## config.mk

```make
export PLATFORM = sky130hd
export DESIGN_NAME = r_completion_tracker
export DESIGN_NICKNAME = d
export VERILOG_FILES = /design/src/source/axi_read_pkg.sv /design/src/source/r_completion_tracker.sv
export SDC_FILE = /design/constraint.sdc
export NUM_CORES = 1
export LEC_CHECK = 0
export BUFFER_PORTS_ARGS = -buffer_cell sky130_fd_sc_hd__buf_2
export CAP_MARGIN = 5
export CORE_UTILIZATION = 40
export CTS_CLUSTER_DIAMETER = 150
export DETAILED_ROUTE_END_ITERATION = 8
export PLACE_DENSITY = 0.88
export SLEW_MARGIN = 20
export SYNTH_ARGS = -nofsm -noshare
export SYNTH_HDL_FRONTEND = slang
export SYNTH_SLANG_ARGS = --single-unit
```

## constraint.sdc

```tcl
create_clock -name aclk -period 5.85 [get_ports aclk]
set_input_delay 0.585 -clock aclk [delete_from_list [all_inputs] [get_ports aclk]]
set_output_delay 0.585 -clock aclk [all_outputs]
set_load 0.01 [all_outputs]
```

## src/source/axi_read_pkg.sv

```systemverilog
`default_nettype none

package axi_read_pkg;

  ////////////////////
  // Bus widths
  ////////////////////
  localparam int ADDR_WIDTH      = 32;
  localparam int DATA_WIDTH      = 32;
  localparam int XFER_SIZE_WIDTH = 20;

  // Bytes per data beat
  localparam int DW_BYTES     = DATA_WIDTH / 8;
  localparam int LOG_DW_BYTES = $clog2(DW_BYTES);

  ////////////////////
  // Burst limits
  ////////////////////
  // Full burst stays inside one 4 KB page and under 256 beats
  localparam int BURST_LEN     = (4096 / DW_BYTES < 256) ? 4096 / DW_BYTES : 256;
  localparam int LOG_BURST_LEN = $clog2(BURST_LEN);
  localparam int BURST_BYTES   = BURST_LEN * DW_BYTES;

  localparam int MAX_OUTSTANDING   = 4;
  localparam int OUTSTANDING_WIDTH = $clog2(MAX_OUTSTANDING + 1);

  // Length in beats and burst index widths
  localparam int TOTAL_LEN_WIDTH = XFER_SIZE_WIDTH - LOG_DW_BYTES;
  localparam int TXN_CNT_WIDTH   = TOTAL_LEN_WIDTH - LOG_BURST_LEN;

  // Data FIFO holds every burst that may be in flight
  localparam int FIFO_DEPTH      = BURST_LEN * MAX_OUTSTANDING;
  localparam int FIFO_ADDR_WIDTH = $clog2(FIFO_DEPTH);

  ////////////////////
  // Shared structs
  ////////////////////
  typedef struct packed {
    logic [ADDR_WIDTH-1:0]      addr_offset;
    logic [XFER_SIZE_WIDTH-1:0] xfer_size;
  } xfer_cmd_t;

  typedef struct packed {
    logic [ADDR_WIDTH-1:0]    base_addr;
    logic [TXN_CNT_WIDTH-1:0] last_txn_index;  // Bursts minus one
    logic [LOG_BURST_LEN-1:0] final_len;       // Beats of last burst minus one
  } burst_plan_t;

  typedef struct packed {
    logic [ADDR_WIDTH-1:0] addr;
    logic [7:0]            len;
  } ar_req_t;

  typedef struct packed {
    logic [DATA_WIDTH-1:0] data;
    logic                  last;
  } r_beat_t;

endpackage

`default_nettype wire

```

## src/source/r_completion_tracker.sv

```systemverilog
`default_nettype none

module r_completion_tracker import axi_read_pkg::*; (
  input  logic        aclk,
  input  logic        areset,
  input  burst_plan_t plan,
  input  logic        plan_load,
  input  logic        rvalid,
  input  logic        rready,
  input  logic        r_last,
  output logic        ctrl_done
);

  logic [TXN_CNT_WIDTH-1:0] r_txn_to_go;
  logic                     burst_end;
  logic                     final_txn;

  // Last beat of any burst accepted
  assign burst_end = rvalid & rready & r_last;
  assign final_txn = (r_txn_to_go == '0);

  // Bursts left to complete on R
  always_ff @(posedge aclk) begin
    if (areset) begin
      r_txn_to_go <= '0;
    end else if (plan_load) begin
      r_txn_to_go <= plan.last_txn_index;
    end else if (burst_end && !final_txn) begin
      r_txn_to_go <= r_txn_to_go - 1'b1;
    end
  end

  // One cycle pulse after the final last beat
  always_ff @(posedge aclk) begin
    if (areset) begin
      ctrl_done <= 1'b0;
    end else begin
      ctrl_done <= burst_end & final_txn;
    end
  end

endmodule

`default_nettype wire

```

# Yosys cells after proc, flatten, opt, wreduce, memory -nomap -nowiden
# Cells that the tools add are included.
[classes]
n_mux = 2
bitwise = 3
n_addsub = 1
n_reduce_logical = 4
[ops]
columns = ["op", "count"]
rows = [
  ["$mux W10", 2],
  ["$logic_not A10 Y1", 1],
  ["$sub A10 B1 Y10 const B", 1],
  ["$and A1 B1 Y1", 3],
  ["$reduce_bool A2 Y1", 1],
  ["$logic_and A1 B1 Y1", 1],
  ["$logic_not A1 Y1", 1],
]
[word_totals]
word_cells = 12
regBits = 11
out_inout_bits = 1

# Depth between registers and ports, before layout
[depth]
ltp_word = 5
depth_mapped = 6

# Worst setup path after synthesis
# Ideal clock, no wire load.
[synth_timing]
path_kind = "register -> register"
from = "reg r_txn_to_go[0]"
to = "reg r_txn_to_go[5]"
slack_ns = 3.874
path_buffers = 0
period_less_slack_ns = 1.976
t_required_ns = 5.759
setup_ns = 0.091
t_arrival_ns = 1.885
stages_incl_launch_ff = 7
path_cell_list = "dfxtp_1 inv_1 ha_1 or4b_2 o31ai_1 o21ai_0 a311oi_1"
[synth_between]
elab_chain_len = 4
[synth_lines]
columns = ["element", "line_no", "rtl"]
rows = [
  ["from (decl)", "r_completion_tracker.sv:14", "logic [TXN_CNT_WIDTH-1:0] r_txn_to_go;"],
  ["from (signal assigned)", "r_completion_tracker.sv:27", "r_txn_to_go <= plan.last_txn_index;"],
  ["from (signal assigned)", "r_completion_tracker.sv:29", "r_txn_to_go <= r_txn_to_go - 1'b1;"],
  ["branches (longest 4 deep; another with $sub A10 B1 Y10)", "--", ""],
]
# Several ways; the timed one is not identified. The select of a mux whose other input is x is not followed.
# A chain may end at the register's enable or synchronous reset.

# Worst setup path after layout
# Ends and elaborated chain as after synthesis.

==> flow_metrics.py <==
metrics = {
    "outcome": {
        "outcome": "finished, final reports clean",
    },
    "worst_setup_path": {
        "crit_slowest_cell": "or4b_2",
        "required_ns": 6.03,
        "worstPathMaxFanout": 5,
        "crit_path_max_incr_delay_ns": 0.64,
        "critPathLaunchType": "flip-flop",
        "path_class": "reg2reg",
        "crit_arrival_ns": 2.51,
        "path_cells": "inv_1 -> ha_1 -> or4b_2 -> o31ai_1 -> o21ai_0 -> a311oi_1",
        "cp-end-kind": "flip-flop",
    },
    "sta": {
        "relSlewSlack_pct": 62.6,
        "finalHoldViolCount": 0,
        "fmax_mhz": 429,
        "tns_ns": 0,
        "tightest_slew_ns": 0.556,
        "fin_crit_ns": 2.33,
        "setup_ws_ns": 3.52,
        "rsz0062_at_grt": "false",
        "fin_crit_sh_pct": 39.9,
        "skew_ns": 0.00200,
        "holdWs_ns": 0.512,
        "setup_viol": 0,
        "maxSlewViolCount": 0,
    },
    "synth": {
        "syn_nets": 140,
        "async_flop_share_pct": 0,
        "synth.avg_cell_area_um2": 8.08,
        "synth_top_family_by_area": "simple AND/OR/NAND/NOR gates",
        "synthMuxAreaShare_pct": 1.49,
        "yosysWarnings": 0,
        "netlist_instances": 83,
        "synth-seq-cells": 11,
        "synthAdderAreaFrac_pct": 1.87,
        "synth_flop_cell": "dfxtp_1",
        "synthDistinctLibCells": 34,
        "synth_xor_area_share_pct": 0,
        "yosysSeqAreaShare_pct": 32.8,
        "yosysMostFrequentCell": "dfxtp_1",
        "synth_top_area_cell": "dfxtp_1",
        "synth-simple-area-share_pct": 29.9,
        "synth_edf_count": 0,
        "synth_compound_area_share_pct": 28.2,
        "ys_top_cells_by_count": "11 x dfxtp_1, 9 x nor2_1, 6 x a311oi_1, 6 x inv_1",
        "synthTopCellsByArea": "dfxtp_1 33%, a311oi_1 7.8%, nor2_1 5.0%",
        "netlist_area_um2": 671,
        "yosysTopAreaCellShare_pct": 32.8,
    },
    "layout": {
        "syn_to_final_growth_pct": 16.4,
        "multi_input_area_um2": 412,
        "drive_gt1_share_pct": 27.3,
        "seqCellArea_um2": 220,
        "final_nets": 157,
        "fillers": 146,
        "fin_area_um2": 781,
        "antenna_cells": 0,
        "final_util_pct": 50.6,
    },
    "pwr": {
        "switchingPower_w": 0.0000508,
        "p_leak_nw": 0.305,
        "p_int_w": 0.000123,
        "comb_power_share_pct": 20.5,
        "switching_share_pct": 29.3,
        "power.share.sequential_pct": 49.5,
        "power_per_cell_area_nw_per_um2": 222,
        "peakVddDrop_v": 0.000147,
        "clockPowerShare_pct": 29.9,
    },
    "cts": {
        "clock_latency_ns": 0.27,
        "cts_buffers": 3,
        "cts_setup_buffers": 0,
        "tritoncts": "done",
        "clk_pin_slew_ns": 0.07,
        "h-tree-depth": 1,
        "cts_resized": 0,
        "cts_hold_buf": 0,
        "clock_path_buffers": 2,
        "cts.sinks": 11,
        "cts_root_buf": "clkbuf_4",
    },
    "placement": {
        "port_buffers": 16,
        "dp_hpwl_um": 1010,
        "post-place-ws_ns": 3.57,
        "place_congestion": 0.839,
        "place_area_um2": 754,
    },
    "global_route": {
        "grt_pass1_wl_um": 2330,
        "grt_max_degree": 16,
        "grt_usage_pct": 16.6,
        "antenna_found_initial": 0,
        "globalRouteOverflowTotal": 0,
        "grt_pass1_vias": 555,
    },
    "detailed_routing": {
        "drt_pass1_iterations": 4,
        "viasPerCell": 5.95,
        "drt-total-wl_um": 1390,
        "wl_per_cell_um": 12.1,
        "num_vias": 684,
        "ant_nets": 0,
        "drcViolationCount": 0,
        "dr.first_iter.drc_count": 19,
    },
    "die": {
        "row_count": 14,
        "die_h_um": 42.9,
        "start_util_pct": 43.5,
        "die-area_um2": 1840,
        "core_um2": 1540,
        "io_pins": 57,
        "die_w_um": 42.9,
    },
    "min_path": {
        "hold_path.class": "reg2reg",
    },
    "run": {
        "cap_violations": 0,
    },
}
-- flip-flops by register name, indices dropped and copies added, names as in the netlist --
signal / cells
r_txn_to_go: 10
ctrl_done: 1
-- cell families (layout without fill, tap and decap cells) --
group,after synthesis,count (layout)
AO/OA/AOI/OAI,25,25
buffers and inverters,10,26
AND/OR/NAND/NOR,35,35
flip-flops,11,11
adder cells (fa/ha/maj),1,1
multiplexers,1,1
-- per-layer routing --
| metal | global-route usage, % | wire length (um) | up-vias |
|---|---|---|---|
| met5 | 0 | 0 | - |
| met4 | 4.24 | 0 | 0 |
| met3 | 7.66 | 86 | 0 |
| met2 | 24.8 | 610 | 18 |
| met1 | 21.6 | 695 | 314 |
| li1 | - | - | 352 |
-- worst max-delay path, delay by kind of cell (launching register included) --
kind                       cells  cell delay, ns
AOI/OAI and AO/OA              3            0.95
adders and majority gates      1            0.22
DFF                            1            0.34
buffers and inverters          1            0.09
and+or+nand+nor                1            0.64
-- power by group through the flow --
stage	Clock [W]	Sequential, W	Combinational (W)
2_1_floorplan	0	0.0000858	0.0000269
3_3_place_gp	0	0.0000870	0.0000344
3_5_place_dp	0	0.0000875	0.0000354
4_1_cts	0.0000538	0.0000858	0.0000355
5_1_grt	0.0000575	0.0000865	0.0000406
6_report	0.0000520	0.0000860	0.0000357
-- worst paths after layout --
check                 startpoint             end  slack (ns)  cells past startpoint
setup / recovery  r_txn_to_go[0]  r_txn_to_go[5]        3.52                      6
hold / removal    r_txn_to_go[8]  r_txn_to_go[8]        0.51                      2
setup reg to reg  r_txn_to_go[0]  r_txn_to_go[5]        3.52                      6
hold reg to reg   r_txn_to_go[8]  r_txn_to_go[8]        0.51                      2
-- area by class of cell --
cell class / count / share of cell area (%)
Multi-Input combinational cell: 62 / 52.7
Sequential cell: 11 / 28.2
Timing Repair Buffer: 16 / 10.3
Clock buffer: 4 / 3.37
Inverter: 6 / 2.88
Tap cell: 16 / 2.56
-- per-stage QoR --
stage	total power, W	instances
5_1_grt	0.000185	115
2_1_floorplan	0.000113	83
6_report	0.000174	115
3_3_place_gp	0.000121	111
4_1_cts	0.000175	115
3_5_place_dp	0.000123	111
-- placed cells by master (no fill, tap or decap), types with 2 or more instances in the layout --
cell type and instances:
buf_2 16, dfxtp_1 11, nor2_1 9, inv_1 6, a311oi_1 6, nand2_1 5
o21ai_0 5, nor3_1 4, or4_1 3, o31ai_1 3, clkbuf_4 3, or4_2 2
nand3_1 2, or3_1 2, a31oi_1 2
No activity file was read; power rests on OpenSTA's default activity.
