## src/source/axi_read_pkg.sv

```systemverilog
`default_nettype none

package axi_read_pkg;

  ////////////////////
  // Bus widths
  ////////////////////
  localparam int ADDR_WIDTH      = 32;
  localparam int DATA_WIDTH      = 32;
  localparam int XFER_SIZE_WIDTH = 20;

  // Bytes per data beat
  localparam int DW_BYTES     = DATA_WIDTH / 8;
  localparam int LOG_DW_BYTES = $clog2(DW_BYTES);

  ////////////////////
  // Burst limits
  ////////////////////
  // Full burst stays inside one 4 KB page and under 256 beats
  localparam int BURST_LEN     = (4096 / DW_BYTES < 256) ? 4096 / DW_BYTES : 256;
  localparam int LOG_BURST_LEN = $clog2(BURST_LEN);
  localparam int BURST_BYTES   = BURST_LEN * DW_BYTES;

  localparam int MAX_OUTSTANDING   = 4;
  localparam int OUTSTANDING_WIDTH = $clog2(MAX_OUTSTANDING + 1);

  // Length in beats and burst index widths
  localparam int TOTAL_LEN_WIDTH = XFER_SIZE_WIDTH - LOG_DW_BYTES;
  localparam int TXN_CNT_WIDTH   = TOTAL_LEN_WIDTH - LOG_BURST_LEN;

  // Data FIFO holds every burst that may be in flight
  localparam int FIFO_DEPTH      = BURST_LEN * MAX_OUTSTANDING;
  localparam int FIFO_ADDR_WIDTH = $clog2(FIFO_DEPTH);

  ////////////////////
  // Shared structs
  ////////////////////
  typedef struct packed {
    logic [ADDR_WIDTH-1:0]      addr_offset;
    logic [XFER_SIZE_WIDTH-1:0] xfer_size;
  } xfer_cmd_t;

  typedef struct packed {
    logic [ADDR_WIDTH-1:0]    base_addr;
    logic [TXN_CNT_WIDTH-1:0] last_txn_index;  // Bursts minus one
    logic [LOG_BURST_LEN-1:0] final_len;       // Beats of last burst minus one
  } burst_plan_t;

  typedef struct packed {
    logic [ADDR_WIDTH-1:0] addr;
    logic [7:0]            len;
  } ar_req_t;

  typedef struct packed {
    logic [DATA_WIDTH-1:0] data;
    logic                  last;
  } r_beat_t;

endpackage

`default_nettype wire

```

## src/source/ar_burst_issuer.sv

```systemverilog
`default_nettype none

module ar_burst_issuer import axi_read_pkg::*; (
  input  logic        aclk,
  input  logic        areset,
  input  burst_plan_t plan,
  input  logic        plan_load,
  input  logic        burst_drained,
  output logic        arvalid,
  input  logic        arready,
  output ar_req_t     ar
);

  logic                         ar_idle;
  logic [TXN_CNT_WIDTH-1:0]     txn_to_go;
  logic [ADDR_WIDTH-1:0]        next_addr;
  logic [LOG_BURST_LEN-1:0]     final_len_r;
  logic [OUTSTANDING_WIDTH-1:0] vacancy;
  logic                         ar_xfer;
  logic                         final_txn;
  logic                         stall;

  assign ar_xfer   = arvalid & arready;
  assign final_txn = (txn_to_go == '0);
  // No room left for another burst
  assign stall     = (vacancy == '0);

  ////////////////////
  // AR valid
  ////////////////////
  always_ff @(posedge aclk) begin
    if (areset) begin
      arvalid <= 1'b0;
    end else if (!ar_idle && !stall && !arvalid) begin
      arvalid <= 1'b1;
    end else if (arready) begin
      arvalid <= 1'b0;
    end
  end

  // Idle until a plan arrives, idle again after the final burst goes out
  always_ff @(posedge aclk) begin
    if (areset) begin
      ar_idle <= 1'b1;
    end else if (plan_load) begin
      ar_idle <= 1'b0;
    end else if (ar_xfer && final_txn) begin
      ar_idle <= 1'b1;
    end
  end

  // Bursts still to issue
  always_ff @(posedge aclk) begin
    if (areset) begin
      txn_to_go <= '0;
    end else if (plan_load) begin
      txn_to_go <= plan.last_txn_index;
    end else if (ar_xfer && !final_txn) begin
      txn_to_go <= txn_to_go - 1'b1;
    end
  end

  // Address walks up one burst per acceptance
  always_ff @(posedge aclk) begin
    if (plan_load) begin
      next_addr   <= plan.base_addr;
      final_len_r <= plan.final_len;
    end else if (ar_xfer) begin
      next_addr <= next_addr + ADDR_WIDTH'(BURST_BYTES);
    end
  end

  ////////////////////
  // Vacancy
  ////////////////////
  always_ff @(posedge aclk) begin
    if (areset) begin
      vacancy <= OUTSTANDING_WIDTH'(MAX_OUTSTANDING);
    end else if (ar_xfer && !burst_drained) begin
      vacancy <= vacancy - 1'b1;
    end else if (burst_drained && !ar_xfer) begin
      vacancy <= vacancy + 1'b1;
    end
  end

  assign ar.addr = next_addr;
  // Short length only on the last burst
  assign ar.len  = final_txn ? 8'(final_len_r) : 8'(BURST_LEN - 1);

endmodule

`default_nettype wire

```

## config.mk

```make
export PLATFORM = sky130hd
export DESIGN_NAME = ar_burst_issuer
export DESIGN_NICKNAME = d
export VERILOG_FILES = /design/src/source/axi_read_pkg.sv /design/src/source/ar_burst_issuer.sv
export SDC_FILE = /design/constraint.sdc
export NUM_CORES = 1
export LEC_CHECK = 0
export BUFFER_PORTS_ARGS = -buffer_cell sky130_fd_sc_hd__buf_4
export CAP_MARGIN = 40
export CELL_PAD_IN_SITES_DETAIL_PLACEMENT = 0
export CELL_PAD_IN_SITES_GLOBAL_PLACEMENT = 1
export CORE_AREA = 2 2 87 89
export DETAILED_ROUTE_END_ITERATION = 6
export DIE_AREA = 0 0 89 91
export PLACE_DENSITY_LB_ADDON = 0.1
export SKIP_LAST_GASP = 1
export SLEW_MARGIN = 20
export SYNTH_ARGS = -nofsm -noshare
export SYNTH_HDL_FRONTEND = slang
export SYNTH_SLANG_ARGS = --single-unit
```

## constraint.sdc

```tcl
create_clock -name aclk -period 5.2 [get_ports aclk]
set_clock_uncertainty 0.05 [all_clocks]
set_input_delay 0.26 -clock aclk [delete_from_list [all_inputs] [get_ports aclk]]
set_output_delay 0.26 -clock aclk [all_outputs]
set_load 0.02 [all_outputs]
```

Word-level counts from Yosys, hierarchy flattened
Cells that the tools add are included.
{"block": "op_classes", "n_addsub": 4, "n_bitwise": 1, "n_mux": 11, "reduce_logical": 19}
{"operator": "$mux W32", "n": 2}
{"operator": "$add A32 B11 Y32 const B", "n": 1}
{"operator": "$mux W10", "n": 2}
{"operator": "$logic_not A10 Y1", "n": 1}
{"operator": "$reduce_bool A2 Y1", "n": 5}
{"operator": "$sub A10 B1 Y10 const B", "n": 1}
{"operator": "$mux W8", "n": 1}
{"operator": "$logic_and A1 B1 Y1", "n": 6}
{"operator": "$logic_not A1 Y1", "n": 6}
{"operator": "$mux W3", "n": 2}
{"operator": "$mux W1", "n": 4}
{"operator": "$add A3 B1 Y3 const B", "n": 1}
{"operator": "$logic_not A3 Y1", "n": 1}
{"operator": "$sub A3 B1 Y3 const B", "n": 1}
{"operator": "$and A1 B1 Y1", "n": 1}
{"block": "word_totals", "input_bits": 55, "word_cells": 41, "out_inout_bits": 41, "register_bits": 55}

Longest topological paths before layout
{"block": "logic_depth", "depth_word": 5, "ltp_mapped": 8, "ltp_nobuf": 8}

Worst setup path after synthesis
Ideal clock, no wire load.
{"block": "synth_timing", "path_kind": "flip-flop to flip-flop", "startpoint": "register arvalid", "endpoint": "register vacancy[2]", "stages_incl_launch_ff": 9, "arrival_ns": 1.945, "slack_ns": 3.144, "setup_time_ns": 0.062, "required_ns": 5.088, "path_buffers": 0, "cell_sequence": "dfxtp_1 -> nand2_1 -> inv_2 -> ha_1 -> inv_1 -> fa_1 -> xor2_1 -> or3_1 -> nand3_1"}
{"block": "synth_between", "elab_chain_len": 4, "elab_cells_between_ends": 6}
{"item": "start: declaration", "line": "ar_burst_issuer.sv:9", "text": "output logic arvalid,"}
{"item": "start signal: assignment", "line": "ar_burst_issuer.sv:33", "text": "arvalid <= 1'b0;"}
{"item": "start signal: assignment", "line": "ar_burst_issuer.sv:35", "text": "arvalid <= 1'b1;"}
{"item": "start signal: assignment", "line": "ar_burst_issuer.sv:37", "text": "arvalid <= 1'b0;"}
{"item": "$and A1 B1 Y1 *", "line": "ar_burst_issuer.sv:23", "text": "assign ar_xfer = arvalid & arready;"}
{"item": "$logic_not A1 Y1", "line": "ar_burst_issuer.sv:81", "text": "end else if (burst_drained && !ar_xfer) begin"}
{"item": "$logic_and A1 B1 Y1", "line": "ar_burst_issuer.sv:81"}
{"item": "$reduce_bool A2 Y1 (no line)"}
{"item": "end signal: assignment", "line": "ar_burst_issuer.sv:78", "text": "vacancy <= OUTSTANDING_WIDTH'(MAX_OUTSTANDING);"}
{"item": "end signal: assignment", "line": "ar_burst_issuer.sv:80", "text": "vacancy <= vacancy - 1'b1;"}
{"item": "end signal: assignment", "line": "ar_burst_issuer.sv:82", "text": "vacancy <= vacancy + 1'b1;"}
{"item": "end: declaration", "line": "ar_burst_issuer.sv:18", "text": "logic [OUTSTANDING_WIDTH-1:0] vacancy;"}
Every way passes the cells marked *; elsewhere a longest branch is shown, timed or not.
A chain may end at the register's enable or synchronous reset.

==> metrics.txt <==
layout cell share with drive strength beyond 1 30.9%; FFs w/ async S/R, synth 0%; fin crit share 47.5%; clock buffer count from CTS 5; port bufs 95; Synth area leaders edfxtp_1 42%, dfxtp_1 10%, nand2_1 3.8%; Static Leak 1.49 nW; largest net degree at the start of global routing 71; Final setup viols 0; grt total ovfl 0; Nets 430; Post-DRT Antenna Nets 0; critical path class register to output pin; R2R depth 5; Ys Warns 0; Initial Util 40.3%; Clk pwr share 24.0%; Power, Total 0.00100 W; max-slew violation count 0; cts repair resizes 0; vias in the first global route 2,191; Post-synth EDFFs 40; DIE AREA 8100 um^2; WL/cell 13.8 um; worst reg2reg setup slack 3.11 ns; RSZ-0062 raised after global routing no; status completed; number of I/O pins 96; Routed WL 6.50 mm; Hold Crit Class input pin to register; postcts setup bufs 0; initial antenna violation count 0; via count 2,377; core area 7140 um^2; Slowest cell on crit path and3_1; sequential fraction of the synthesis area 52.2%; CP peak stage delay 0.60 ns; cell-internal power 0.000710 W; Fmax 0.405 GHz; Via-to-Cell Ratio 5.05; Vert. Die Dim 91 um; first-pass GRT wire length 10.5 mm; Startpoint Class register; crit path DAT 2.16 ns; Sw Ratio 29.1%; # hold bufs at CTS 0; ant diodes 0; Hold Crit Start plan[2]; fin util 52.9%; flops & latches, synth 55; Remaining DRCs 0; Slew @ Worst Pin 0.690 ns; H-Tree Depth 2; Pwr Density 265 nW/um^2; critical path depth 6; CTS clk-pin slew, worst paths 0.10 ns; Filler cells 698; switching power 0.000292 W; cell family with most CP delay simple AND/OR/NAND/NOR gates; Mapped Cells 280; maxcap violations 0; worst skew pair latency 0.31 ns; hpwl dp 4.65 mm; Critical Path Fanout Max 15; CTS tree built; synthesized area 2880 um^2; Max IR drop VDD 140 uV; R2R Path End next_addr[28]; Rel. slew slack 54.0%; Netlist cell types 52; Hold EP final_len_r[2]; Pre-Repair DR Iteration Count 4; Crit. End Element output pin; crit path buf inv count 2; Fin Setup TNS 0 ns; critical path data required time 4.89 ns; hold depth 1; Combinational Power Share 21.0%; routability cong. 0.835; Synth top area share 41.8%; clock root cell clkbuf_8; main flop type after synthesis edfxtp_1; Total GRT Usage 16.4%; cell taking the most area after synthesis edfxtp_1; CTS Sinks 55; crit-path cells inv_1 -> ha_1 -> nor4b_2 -> and3_1 -> nand2b_1 -> buf_4; Synth-to-Final Area Change 31.2%; sequential power share 55.0%; Avg Cell Area, Syn 10.3 um^2; Tmin final 2.47 ns; Die X 89 um; DR iter-0 viols 77; Hold Vio Cnt, Final 0; Post-Syn Nets 339; site row count 31; launch point of the worst reg-to-reg path next_addr[10]; clock buffer depth 2
-- how the worst max path moves through the flow --
stage	startpoint	to	slack, ns
after floorplan	arvalid	vacancy[2]	3.14
after global placement	txn_to_go[0]	ar[1]	3.16
after detailed placement	txn_to_go[0]	ar[3]	3.06
after CTS	txn_to_go[0]	ar[7]	2.70
after global routing	txn_to_go[0]	ar[5]	2.54
final	txn_to_go[0]	ar[7]	2.73
-- final cells by class --
class                   count  area [um^2]  area share (%)
clock buffers               5         68.8            1.82
clock inverters             3         20.0           0.530
inverters                  15         56.3            1.49
multi-input cells         197         1270            33.6
flip-flops and latches     55         1500            39.8
well taps                  99          124            3.28
repair buffers             97          736            19.5
-- kinds of logic after synthesis --
family                     share of synthesized area [%]
AOI/OAI and AO/OA                                   11.9
xor gates and xnor gates                            4.57
adders and majority gates                           2.00
buffers and inverters                               3.70
DFF                                                 52.2
muxes                                               2.13
and+or+nand+nor                                     23.5
-- layer usage --
| metal | track usage [%] | part of all wire, % |
|---|---|---|
| met1 | 22.5 | 45 |
| met5 | 0 | 0 |
| met4 | 4.73 | 1.3 |
| met3 | 4.27 | 6.3 |
| met2 | 25.4 | 47 |
-- cell usage after synthesis (3+ instances only) --
cell type / instances
edfxtp_1: 40
xnor2_1: 9
a211oi_1: 3
nor2_1: 20
inv_1: 13
nor4_1: 7
dfxtp_1: 15
o21ai_0: 6
clkbuf_1: 12
a31oi_1: 5
nor3_1: 6
nand3_1: 12
and2_1: 10
a21oi_1: 7
o21ai_1: 16
nand4_1: 7
mux2i_1: 5
ha_1: 3
nand2b_1: 9
nand2_1: 29
xor2_1: 6
-- per-stage QoR --
stage | hold slack (ns) | cell area, um^2 | std cells | setup WS (ns)
after floorplan | 0.309 | 2880 | 280 | 3.14
after global placement | 0.388 | 3670 | 462 | 3.16
after detailed placement | 0.389 | 3690 | 463 | 3.06
after CTS | 0.0552 | 3770 | 471 | 2.70
after global routing | 0.0407 | 3770 | 471 | 2.54
final | 0.0628 | 3770 | 471 | 2.73
-- power by group through the flow --
stage / Clock [W] / Sequential, W / Combinational [W]
after floorplan: 0 / 0.000580 / 0.0000967
after detailed placement: 0 / 0.000560 / 0.000212
final: 0.000241 / 0.000551 / 0.000210
after global routing: 0.000264 / 0.000557 / 0.000232
after CTS: 0.000248 / 0.000551 / 0.000213
after global placement: 0 / 0.000560 / 0.000209
-- registers in the layout, indices dropped and copies added, names as in the netlist --
register     cells
next_addr       32
txn_to_go       10
final_len_r      8
vacancy          3
ar_idle          1
arvalid          1
-- cells in the final DEF, fill, tap and decap left out, types with 3 or more instances in the layout --
cell type	instances
nand3_1	12
xnor2_1	9
a21oi_1	7
edfxtp_1	40
nor4_1	7
o21ai_1	16
nand2b_1	9
inv_1	13
nor2_1	20
a31oi_1	5
buf_4	96
nand2_1	29
nor3_1	6
mux2i_1	5
clkbuf_8	5
o21ai_0	6
dfxtp_1	15
a211oi_1	3
ha_1	3
nand4_1	7
xor2_1	6
and2_1	10
Note: power is estimated with default switching activity, not from simulation.
