[config.mk]
export PLATFORM = sky130hd
export DESIGN_NAME = read_request_setup
export DESIGN_NICKNAME = d
export VERILOG_FILES = /design/src/source/axi_read_pkg.sv /design/src/source/read_request_setup.sv
export SDC_FILE = /design/constraint.sdc
export NUM_CORES = 1
export LEC_CHECK = 0
export ABC_AREA = 1
export BUFFER_PORTS_ARGS = -buffer_cell sky130_fd_sc_hd__buf_2
export CAP_MARGIN = 20
export CORE_MARGIN = 2
export CORE_UTILIZATION = 48
export CTS_CLUSTER_SIZE = 8
export DETAILED_ROUTE_END_ITERATION = 10
export GPL_TIMING_DRIVEN = 0
export HOLD_SLACK_MARGIN = 0.1
export PLACE_DENSITY = 0.84
export REMOVE_ABC_BUFFERS = 1
export SYNTH_ARGS = -nofsm -noshare
export SYNTH_HDL_FRONTEND = slang
export SYNTH_SLANG_ARGS = --single-unit
[constraint.sdc]
create_clock -name aclk -period 1.8 [get_ports aclk]
set_input_delay 0.36 -clock aclk [delete_from_list [all_inputs] [get_ports aclk]]
set_output_delay 0.36 -clock aclk [all_outputs]
set_load 0.01 [all_outputs]
[src/source/axi_read_pkg.sv]
`default_nettype none

package axi_read_pkg;

  ////////////////////
  // Bus widths
  ////////////////////
  localparam int ADDR_WIDTH      = 32;
  localparam int DATA_WIDTH      = 32;
  localparam int XFER_SIZE_WIDTH = 20;

  // Bytes per data beat
  localparam int DW_BYTES     = DATA_WIDTH / 8;
  localparam int LOG_DW_BYTES = $clog2(DW_BYTES);

  ////////////////////
  // Burst limits
  ////////////////////
  // Full burst stays inside one 4 KB page and under 256 beats
  localparam int BURST_LEN     = (4096 / DW_BYTES < 256) ? 4096 / DW_BYTES : 256;
  localparam int LOG_BURST_LEN = $clog2(BURST_LEN);
  localparam int BURST_BYTES   = BURST_LEN * DW_BYTES;

  localparam int MAX_OUTSTANDING   = 4;
  localparam int OUTSTANDING_WIDTH = $clog2(MAX_OUTSTANDING + 1);

  // Length in beats and burst index widths
  localparam int TOTAL_LEN_WIDTH = XFER_SIZE_WIDTH - LOG_DW_BYTES;
  localparam int TXN_CNT_WIDTH   = TOTAL_LEN_WIDTH - LOG_BURST_LEN;

  // Data FIFO holds every burst that may be in flight
  localparam int FIFO_DEPTH      = BURST_LEN * MAX_OUTSTANDING;
  localparam int FIFO_ADDR_WIDTH = $clog2(FIFO_DEPTH);

  ////////////////////
  // Shared structs
  ////////////////////
  typedef struct packed {
    logic [ADDR_WIDTH-1:0]      addr_offset;
    logic [XFER_SIZE_WIDTH-1:0] xfer_size;
  } xfer_cmd_t;

  typedef struct packed {
    logic [ADDR_WIDTH-1:0]    base_addr;
    logic [TXN_CNT_WIDTH-1:0] last_txn_index;  // Bursts minus one
    logic [LOG_BURST_LEN-1:0] final_len;       // Beats of last burst minus one
  } burst_plan_t;

  typedef struct packed {
    logic [ADDR_WIDTH-1:0] addr;
    logic [7:0]            len;
  } ar_req_t;

  typedef struct packed {
    logic [DATA_WIDTH-1:0] data;
    logic                  last;
  } r_beat_t;

endpackage

`default_nettype wire

[src/source/read_request_setup.sv]
`default_nettype none

module read_request_setup import axi_read_pkg::*; (
  input  logic        aclk,
  input  logic        areset,
  input  logic        ctrl_start,
  input  xfer_cmd_t   ctrl_cmd,
  output burst_plan_t plan,
  output logic        plan_load
);

  // Whole beats in the request, arlen style
  logic [TOTAL_LEN_WIDTH-1:0] size_beats;
  logic                       size_has_tail;
  logic [TOTAL_LEN_WIDTH-1:0] total_len_r;
  logic [ADDR_WIDTH-1:0]      base_addr_r;
  logic [LOG_BURST_LEN-1:0]   final_len_r;
  logic                       start_d1;

  assign size_beats    = ctrl_cmd.xfer_size[LOG_DW_BYTES +: TOTAL_LEN_WIDTH];
  assign size_has_tail = |ctrl_cmd.xfer_size[0 +: LOG_DW_BYTES];

  ////////////////////
  // Command capture
  ////////////////////
  always_ff @(posedge aclk) begin
    if (ctrl_start) begin
      // A partial word adds one beat, which cancels the minus one
      total_len_r <= size_has_tail ? size_beats : size_beats - 1'b1;
      // Align down to a burst boundary
      base_addr_r <= ctrl_cmd.addr_offset & ~ADDR_WIDTH'(BURST_BYTES - 1);
    end
  end

  // Two stage delay of the start strobe
  always_ff @(posedge aclk) begin
    if (areset) begin
      start_d1  <= 1'b0;
      plan_load <= 1'b0;
    end else begin
      start_d1  <= ctrl_start;
      plan_load <= start_d1;
    end
  end

  // Beats in the final burst, taken one cycle after capture
  always_ff @(posedge aclk) begin
    final_len_r <= total_len_r[0 +: LOG_BURST_LEN];
  end

  // Upper length bits give the index of the last burst
  assign plan.base_addr      = base_addr_r;
  assign plan.last_txn_index = total_len_r[LOG_BURST_LEN +: TXN_CNT_WIDTH];
  assign plan.final_len      = final_len_r;

endmodule

`default_nettype wire

# Word level (Yosys, flattened, before mapping)
# Cells that the tools add are included.
totals:
  reg_bits: 50
  latchBits: 0
  mem_bits_rw: 0
  romBits: 0
  in_bits: 55
  output_inout_bits: 51
  wordCells: 8
  memories: 0
op_classes:
  n_addsub: 1
  mul: 0
  n_div: 0
  n_lt_le_gt_ge: 0
  n_eq_ne: 0
  n_shift: 0
  muxes: 1
  n_bitwise: 0
  reduce_logical: 1
op_table:
  columns: ["cell", "n"]
  rows:
  - ["$mux 18", 1]
  - ["$sub 18x1->18 const B", 1]
  - ["$reduce_or 2->1", 1]

# Logic depth before layout (Yosys ltp)
# Gate-level depths: netlist of run 1.
depth:
  ltp_word: 2
  ltp_mapped: 8
  depth_no_buf: 8

# Worst setup path after synthesis of run 1
# Ideal clock, no wire load.
synth_path:
  path_type: "input to register"
  start: "input port ctrl_cmd[2] in the netlist's numbering"
  end: "register total_len_r[16], data pin"
  setup_ns: 0.252
  arrival_ns: 1.110
  required_ns: 1.548
  slack_ns: 0.438
  stages: 7
  n_path_buf: 0
  path_cell_list: "inv_1 ha_1 nand4_1 nor2_2 nand2_1 nand2_1 nand2_1"
synth_via:
  elab_chain_len: 2
synth_rtl:
  columns: ["element", "line_no", "rtl"]
  rows:
  - ["start: declaration", "read_request_setup.sv:7", "input xfer_cmd_t ctrl_cmd,"]
  - ["$sub 18x1->18", "read_request_setup.sv:29", "total_len_r <= size_has_tail ? size_beats : size_beats - 1'b1;"]
  - ["$mux 18", "read_request_setup.sv:29", null]
  - ["end signal: assignment", "read_request_setup.sv:29", null]
  - ["end: declaration", "read_request_setup.sv:15", "logic [TOTAL_LEN_WIDTH-1:0] total_len_r;"]
# No other way between the ends.
# A chain may end at the register's enable or synchronous reset.

# Final worst setup path of run 1
# Same ends and word-level chain as after synthesis.

==> impl_metrics.ini, run 1 <==
[clock_network]
h-tree-depth = 2
postCtsSetupBuffers = 0
clock-root-buffer = clkbuf_8
postCtsHoldBufs = 0
numCtsBuffers = 5
clock-sinks = 50
clock_latency_ns = 0.30
clk_pin_slew_ns = 0.08
cts_buffer_depth = 2
cts_resized = 0
cts_tree = built

[synthesis]
synthXorXnorAreaFrac = 0.0339
netlist.area_leader.share = 0.581
yosys_warnings = 0
syn_inst = 175
netlist_area_sq_um = 2070
ys_seq_area_frac = 0.678
synth_area_per_cell_sq_um = 11.8
synth_cell_type_count = 22
yosysTopAreaCell = edfxtp_1
synth_top_family_by_area = simple AND/OR/NAND/NOR gates
synthSimpleGateAreaFrac = 0.164
muxShareOfSynthArea = 0
synth_seq_cells = 50
synth_compound_area_frac = 0.00485
synth_adder_area_share = 0.00606
yosys-top-cells-area = edfxtp_1 58%, dfxtp_1 9.7%, buf_4 7.3%

[timing]
tightestPinTransition_ns = 0.892
whs_ns = 0.228
post-route-period-util = 0.737
maxClockFrequency_mhz = 754
hold_violations = 0
maxSlewViolCount = 0
fin_crit_ns = 1.33
tns_ns = 0
final.setup_skew_ns = 0.00442
setup_viol = 0
rsz0062_at_grt = no
relSlewSlack = 0.405

[power]
intPower_w = 0.00187
p_per_area_nw_per_um2 = 941
leakage_nw = 1.22
combPwrFrac = 0.109
vdd_ir_drop_max_mv = 0.360
pwr-share-clk = 0.319
switchingPower_w = 0.000529
p_sw_frac = 0.221
pwr-share-seq = 0.572

[cells_and_area]
fin_nets = 312
antenna_cells = 0
drive_gt1_frac = 0.381
syn_to_final_growth_pct = 23.1
fin_util = 0.627
layout_common_cells = 85 x buf_2, 40 x edfxtp_1, 35 x nand2_1, 20 x inv_1, 15 x nor2_1
num-fill-cells = 306
mostFrequentLayoutCell = buf_2
fin_area_sq_um = 2540

[floorplan]
die_area_sq_um = 4840
initial_utilization = 0.509
core_sq_um = 4060
die_width_um = 69.6
rows = 23
chipHeight_um = 69.6
ioPinCount = 106

[route]
drt-total-wl_um = 4180
post-route-drc-count = 0
wl_met1_um = 1570
wl_per_cell_um = 13.6
wl_met3_um = 438
routed-via-count = 1461
ant_nets = 0
highest_layer = met4
routed-wl-met2_um = 2060
first_iter_violations = 89
drt-vias-per-instance = 4.76
dr.pass1.iters = 4

[placed_design]
gp_congestion = 0.860
post_dp_cell_area_sq_um = 2440
hpwl_um = 3080
place.port_buffers = 85

[hold_path]
hold_path_class = primary input to flip-flop

[global_routing]
grt_pass1_vias = 1372
grt_pass1_wl_um = 6710
grt_max_degree = 42
overflow = 0
antenna_found_initial = 0
grt.total_usage = 0.184

[critical_path]
setup.worst_path.end = total_len_r[16]
reg2reg_from = total_len_r[0]
r2r_slack_ns = 1.29
required_ns = 1.87
crit_arrival_ns = 1.39
setup.worst_path.start = ctrl_cmd[2]
r2r_cells = 0
end_kind = flip-flop
path_class = primary input to flip-flop
rr_endpoint = final_len_r[0]
critPathMaxFanout = 5
start_kind = primary input

[outcome]
outcome = finished clean

[run]
maxCapViolations = 0
per-layer routing:
metal | vias to the layer above | track usage
met4 | 0 | 0.105
met5 | - | 0
li1 | 702 | -
met2 | 85 | 0.299
met1 | 664 | 0.208
met3 | 10 | 0.0683
Yosys cell counts (all sizes together):
cell type	number
nand3b	2
nand4	4
nand2	37
xnor2	1
conb	1
nor2	19
xor2	7
buf	20
edfxtp	40
nand3	8
nor3	2
o21ai	2
inv	21
dfxtp	10
ha	1
worst max-delay path, cell delays in order:
cell and delay, ns:
buf_2 0.10, inv_1 0.10, ha_1 0.21, nand4_1 0.17, nor2_2 0.25, nand2_1 0.09
nand2_1 0.07, nand2_1 0.04
state kept, by name, summed over array words and instances (netlist names):
name	count
base_addr_r	22
final_len_r	8
plan_load	1
start_d1	1
total_len_r	18
final cells by class:
| class | instances | area (sq um) | area share |
|---|---|---|---|
| Clock inverter | 1 | 30.0 | 0.0118 |
| Clock buffer | 7 | 76.3 | 0.0300 |
| Tap cell | 50 | 62.6 | 0.0246 |
| Timing Repair Buffer | 85 | 425 | 0.167 |
| Inverter | 21 | 78.8 | 0.0310 |
| Sequential cell | 50 | 1400 | 0.551 |
| Multi-Input combinational cell | 93 | 469 | 0.184 |
power groups by stage:
| stage | logic, W | clock network, W | registers [W] |
|---|---|---|---|
| floorplan | 0.0000598 | 0 | 0.00144 |
| global placement | 0.000250 | 0 | 0.00139 |
| detailed placement | 0.000261 | 0 | 0.00140 |
| CTS | 0.000264 | 0.000772 | 0.00137 |
| global route | 0.000287 | 0.000833 | 0.00138 |
| finish | 0.000261 | 0.000764 | 0.00137 |
how the worst min path moves through the flow:
stage | startpoint | end | slack (ns) | depth (start not counted)
6_report | ctrl_cmd[45] | base_addr_r[25] | 0.23 | 1
5_1_grt | ctrl_cmd[45] | base_addr_r[25] | 0.21 | 1
4_1_cts | ctrl_cmd[47] | base_addr_r[27] | 0.22 | 1
3_5_place_dp | total_len_r[6] | final_len_r[6] | 0.33 | 0
3_3_place_gp | total_len_r[4] | final_len_r[4] | 0.32 | 0
2_1_floorplan | total_len_r[0] | final_len_r[0] | 0.32 | 0
through the flow:
step | std cells | power [W] | setup slack [ns]
6_report | 307 | 0.00239 | 0.474
5_1_grt | 307 | 0.00250 | 0.401
4_1_cts | 307 | 0.00241 | 0.492
3_5_place_dp | 299 | 0.00166 | 0.164
3_3_place_gp | 299 | 0.00164 | 0.217
2_1_floorplan | 164 | 0.00150 | 0.438
logic make-up (layout without fill, tap and decap cells):
kind of cell | count (synthesis) | in the layout
AOI/OAI and AO/OA | 2 | 2
xor gates and xnor gates | 8 | 8
adders and majority gates | 1 | 1
buffers and inverters | 41 | 114
DFF | 50 | 50
other | 1 | 10
and+or+nand+nor | 72 | 72
Note: power is estimated with default switching activity, not from simulation.
==> run 2, diff against run 1 <==
- ABC_AREA: 1 -> 0
- CORE_UTILIZATION: 48 -> 40
- PLACE_DENSITY: 0.84 -> 0.76
- clock period: 1.8 -> 1.2 ns (I/O delays scaled with it)
==> impl_metrics.ini, run 2 <==
[global_routing]
grt.total_usage = 0.113
antenna_found_initial = 0
grt_pass1_vias = 1016
grt_max_degree = 42
grt_pass1_wl_um = 4510
overflow = 0

[floorplan]
initial_utilization = 0.413
die_area_sq_um = 5450
chipHeight_um = 73.8
rows = 25
ioPinCount = 106
die_width_um = 73.8
core_sq_um = 4720

[synthesis]
yosys-top-cells-area = edfxtp_1 62%, dfxtp_1 10%, buf_4 7.7%
syn_inst = 125
synth_edf_count = 40
yosys-top-cells-count = 40 x edfxtp_1, 20 x buf_4, 10 x dfxtp_1, 10 x xnor2_1, 7 x xor2_1
synth_cell_type_count = 21
netlist_area_sq_um = 1950
async_reset_ff_frac = 0
yosys_warnings = 0
synth_area_per_cell_sq_um = 15.6
synth.most_common_cell = edfxtp_1
netlist.area_leader.share = 0.616
synth_ff_type = edfxtp_1
synth_seq_cells = 50
yosysTopAreaCell = edfxtp_1
ys_seq_area_frac = 0.719

[clock_network]
clk_pin_slew_ns = 0.08
cts_buffer_depth = 2
clock-sinks = 50
numCtsBuffers = 5
clock-root-buffer = clkbuf_8
cts_tree = built
h-tree-depth = 2
clock_latency_ns = 0.28

[power]
switchingPower_w = 0.000708
pwr-share-clk = 0.261
pwr-share-seq = 0.621
p_per_area_nw_per_um2 = 1310
leakage_nw = 1.06
vdd_ir_drop_max_mv = 0.492
combPwrFrac = 0.117
intPower_w = 0.00259
p_sw_frac = 0.215

[route]
drt-total-wl_um = 3040
first_iter_violations = 17
post-route-drc-count = 0
wl_per_cell_um = 10.9
ant_nets = 0
drt-vias-per-instance = 4.16
dr.pass1.iters = 3
routed-via-count = 1156

[cells_and_area]
num-fill-cells = 387
fin_nets = 266
mostFrequentLayoutCell = buf_2
largest_register_ffs = 22
drive_gt1_frac = 0.512
layout_common_cells = 83 x buf_2, 40 x edfxtp_1, 10 x xnor2_1, 10 x conb_1, 10 x dfxtp_1
largest-register = base_addr_r
antenna_cells = 0
top_regs = base_addr_r: 22 flops, total_len_r: 18 flops, final_len_r: 8 flops
syn_to_final_growth_pct = 29.6
layout.cells.non_filler = 278

[hold_path]
hold_path_class = primary input to flip-flop

[timing]
relSlewSlack = 0.445
hold_violations = 0
setup_viol = 1
maxClockFrequency_mhz = 832
tightestPinTransition_ns = 0.832
whs_ns = 0.123
rsz0062_at_grt = yes
fin_crit_ns = 1.20
tns_ns = -0.00207
post-route-period-util = 1.00
setup_ws_ns = -0.00207
final.setup_skew_ns = 0.00582
maxSlewViolCount = 0

[critical_path]
end_kind = flip-flop
cpMaxStageDelayCell = nor3_1
max_stage_delay_ns = 0.37
critPathMaxFanout = 4
path_class = primary input to flip-flop
required_ns = 1.23
start_kind = primary input
crit_arrival_ns = 1.24
worstPathCellList = buf_2 -> nor3_1 -> nand4_4 -> nor3b_2 -> xor2_1

[outcome]
outcome = complete, but fails checks
violations = setup timing

[run]
maxCapViolations = 0

[placed_design]
hpwl_um = 2350
gp_congestion = 0.773
place_inst = 266
place.port_buffers = 85
-- run 2: path summary, 6_finish.rpt --
| path | start | cells past startpoint | slack [ns] | endpoint |
|---|---|---|---|---|
| setup / recovery | ctrl_cmd[8] | 5 | -0.002 | total_len_r[14] |
| hold / removal | ctrl_cmd[44] | 1 | 0.12 | base_addr_r[24] |
| setup reg to reg | start_d1 | 1 | 0.69 | plan_load |
| hold reg to reg | total_len_r[5] | 0 | 0.34 | final_len_r[5] |
-- run 2: routing by layer --
layer  track usage  wire length, um  vias to the layer above
met3        0.0604              447                        2
met1         0.114             1150                      501
met4        0.0485               29                        0
met5             0                0                        -
li1              -                -                      579
met2         0.191             1410                       74
-- run 2: cells by family (layout without fill, tap and decap cells) --
logic type | after synthesis | in the layout | synth area share
fa+ha+maj | 1 | 1 | 0.00642
flops | 50 | 50 | 0.719
compound gates | 1 | 1 | 0.00256
xor+xnor | 17 | 17 | 0.0764
other cells | 1 | 10 | 0.00192
buf+inv | 22 | 99 | 0.0809
simple gates | 33 | 33 | 0.113
-- run 2: what timing repair did --
| item | CTS | global route |
|---|---|---|
| pin swaps | 5 | 8 |
| hold endpoints to repair | 0 | 1 |
| setup endpoints to repair | 7 | 10 |
| buffers inserted | 2 | 1 |
| hold buffers | 0 | 1 |
| resized for setup | 4 | 13 |
-- run 2: power by group through the flow --
stage,Sequential [W],Combinational [W],Clock (W)
after floorplan,0.00216,0.0000655,0
after global placement,0.00209,0.000361,0
after detailed placement,0.00209,0.000367,0
after CTS,0.00205,0.000377,0.000900
after global routing,0.00207,0.000424,0.000960
final,0.00205,0.000386,0.000862
-- run 2: worst max-delay path: cells and delay by family --
family / cells / cell delay (ns)
xor gates and xnor gates: 1 / 0.08
buffers and inverters: 1 / 0.14
and+or+nand+nor: 3 / 0.76
-- run 2: layout make-up --
class	count	area, sq um	area share
clock inverters	2	8.76	0.00347
well taps	67	83.8	0.0332
inverters	2	7.51	0.00297
clock buffers	6	72.6	0.0287
multi-input cells	62	474	0.188
flip-flops and latches	50	1400	0.555
repair buffers	89	478	0.189
-- run 2: per-stage QoR --
step | total power (W) | area, sq um | util | worst slack [ns]
finish | 0.00330 | 2530 | 0.535 | -0.00207
global route | 0.00345 | 2530 | 0.535 | -0.0294
detailed placement | 0.00246 | 2340 | 0.496 | -0.441
CTS | 0.00333 | 2460 | 0.522 | -0.0156
floorplan | 0.00222 | 1830 | - | -0.188
global placement | 0.00245 | 2340 | 0.496 | -0.423
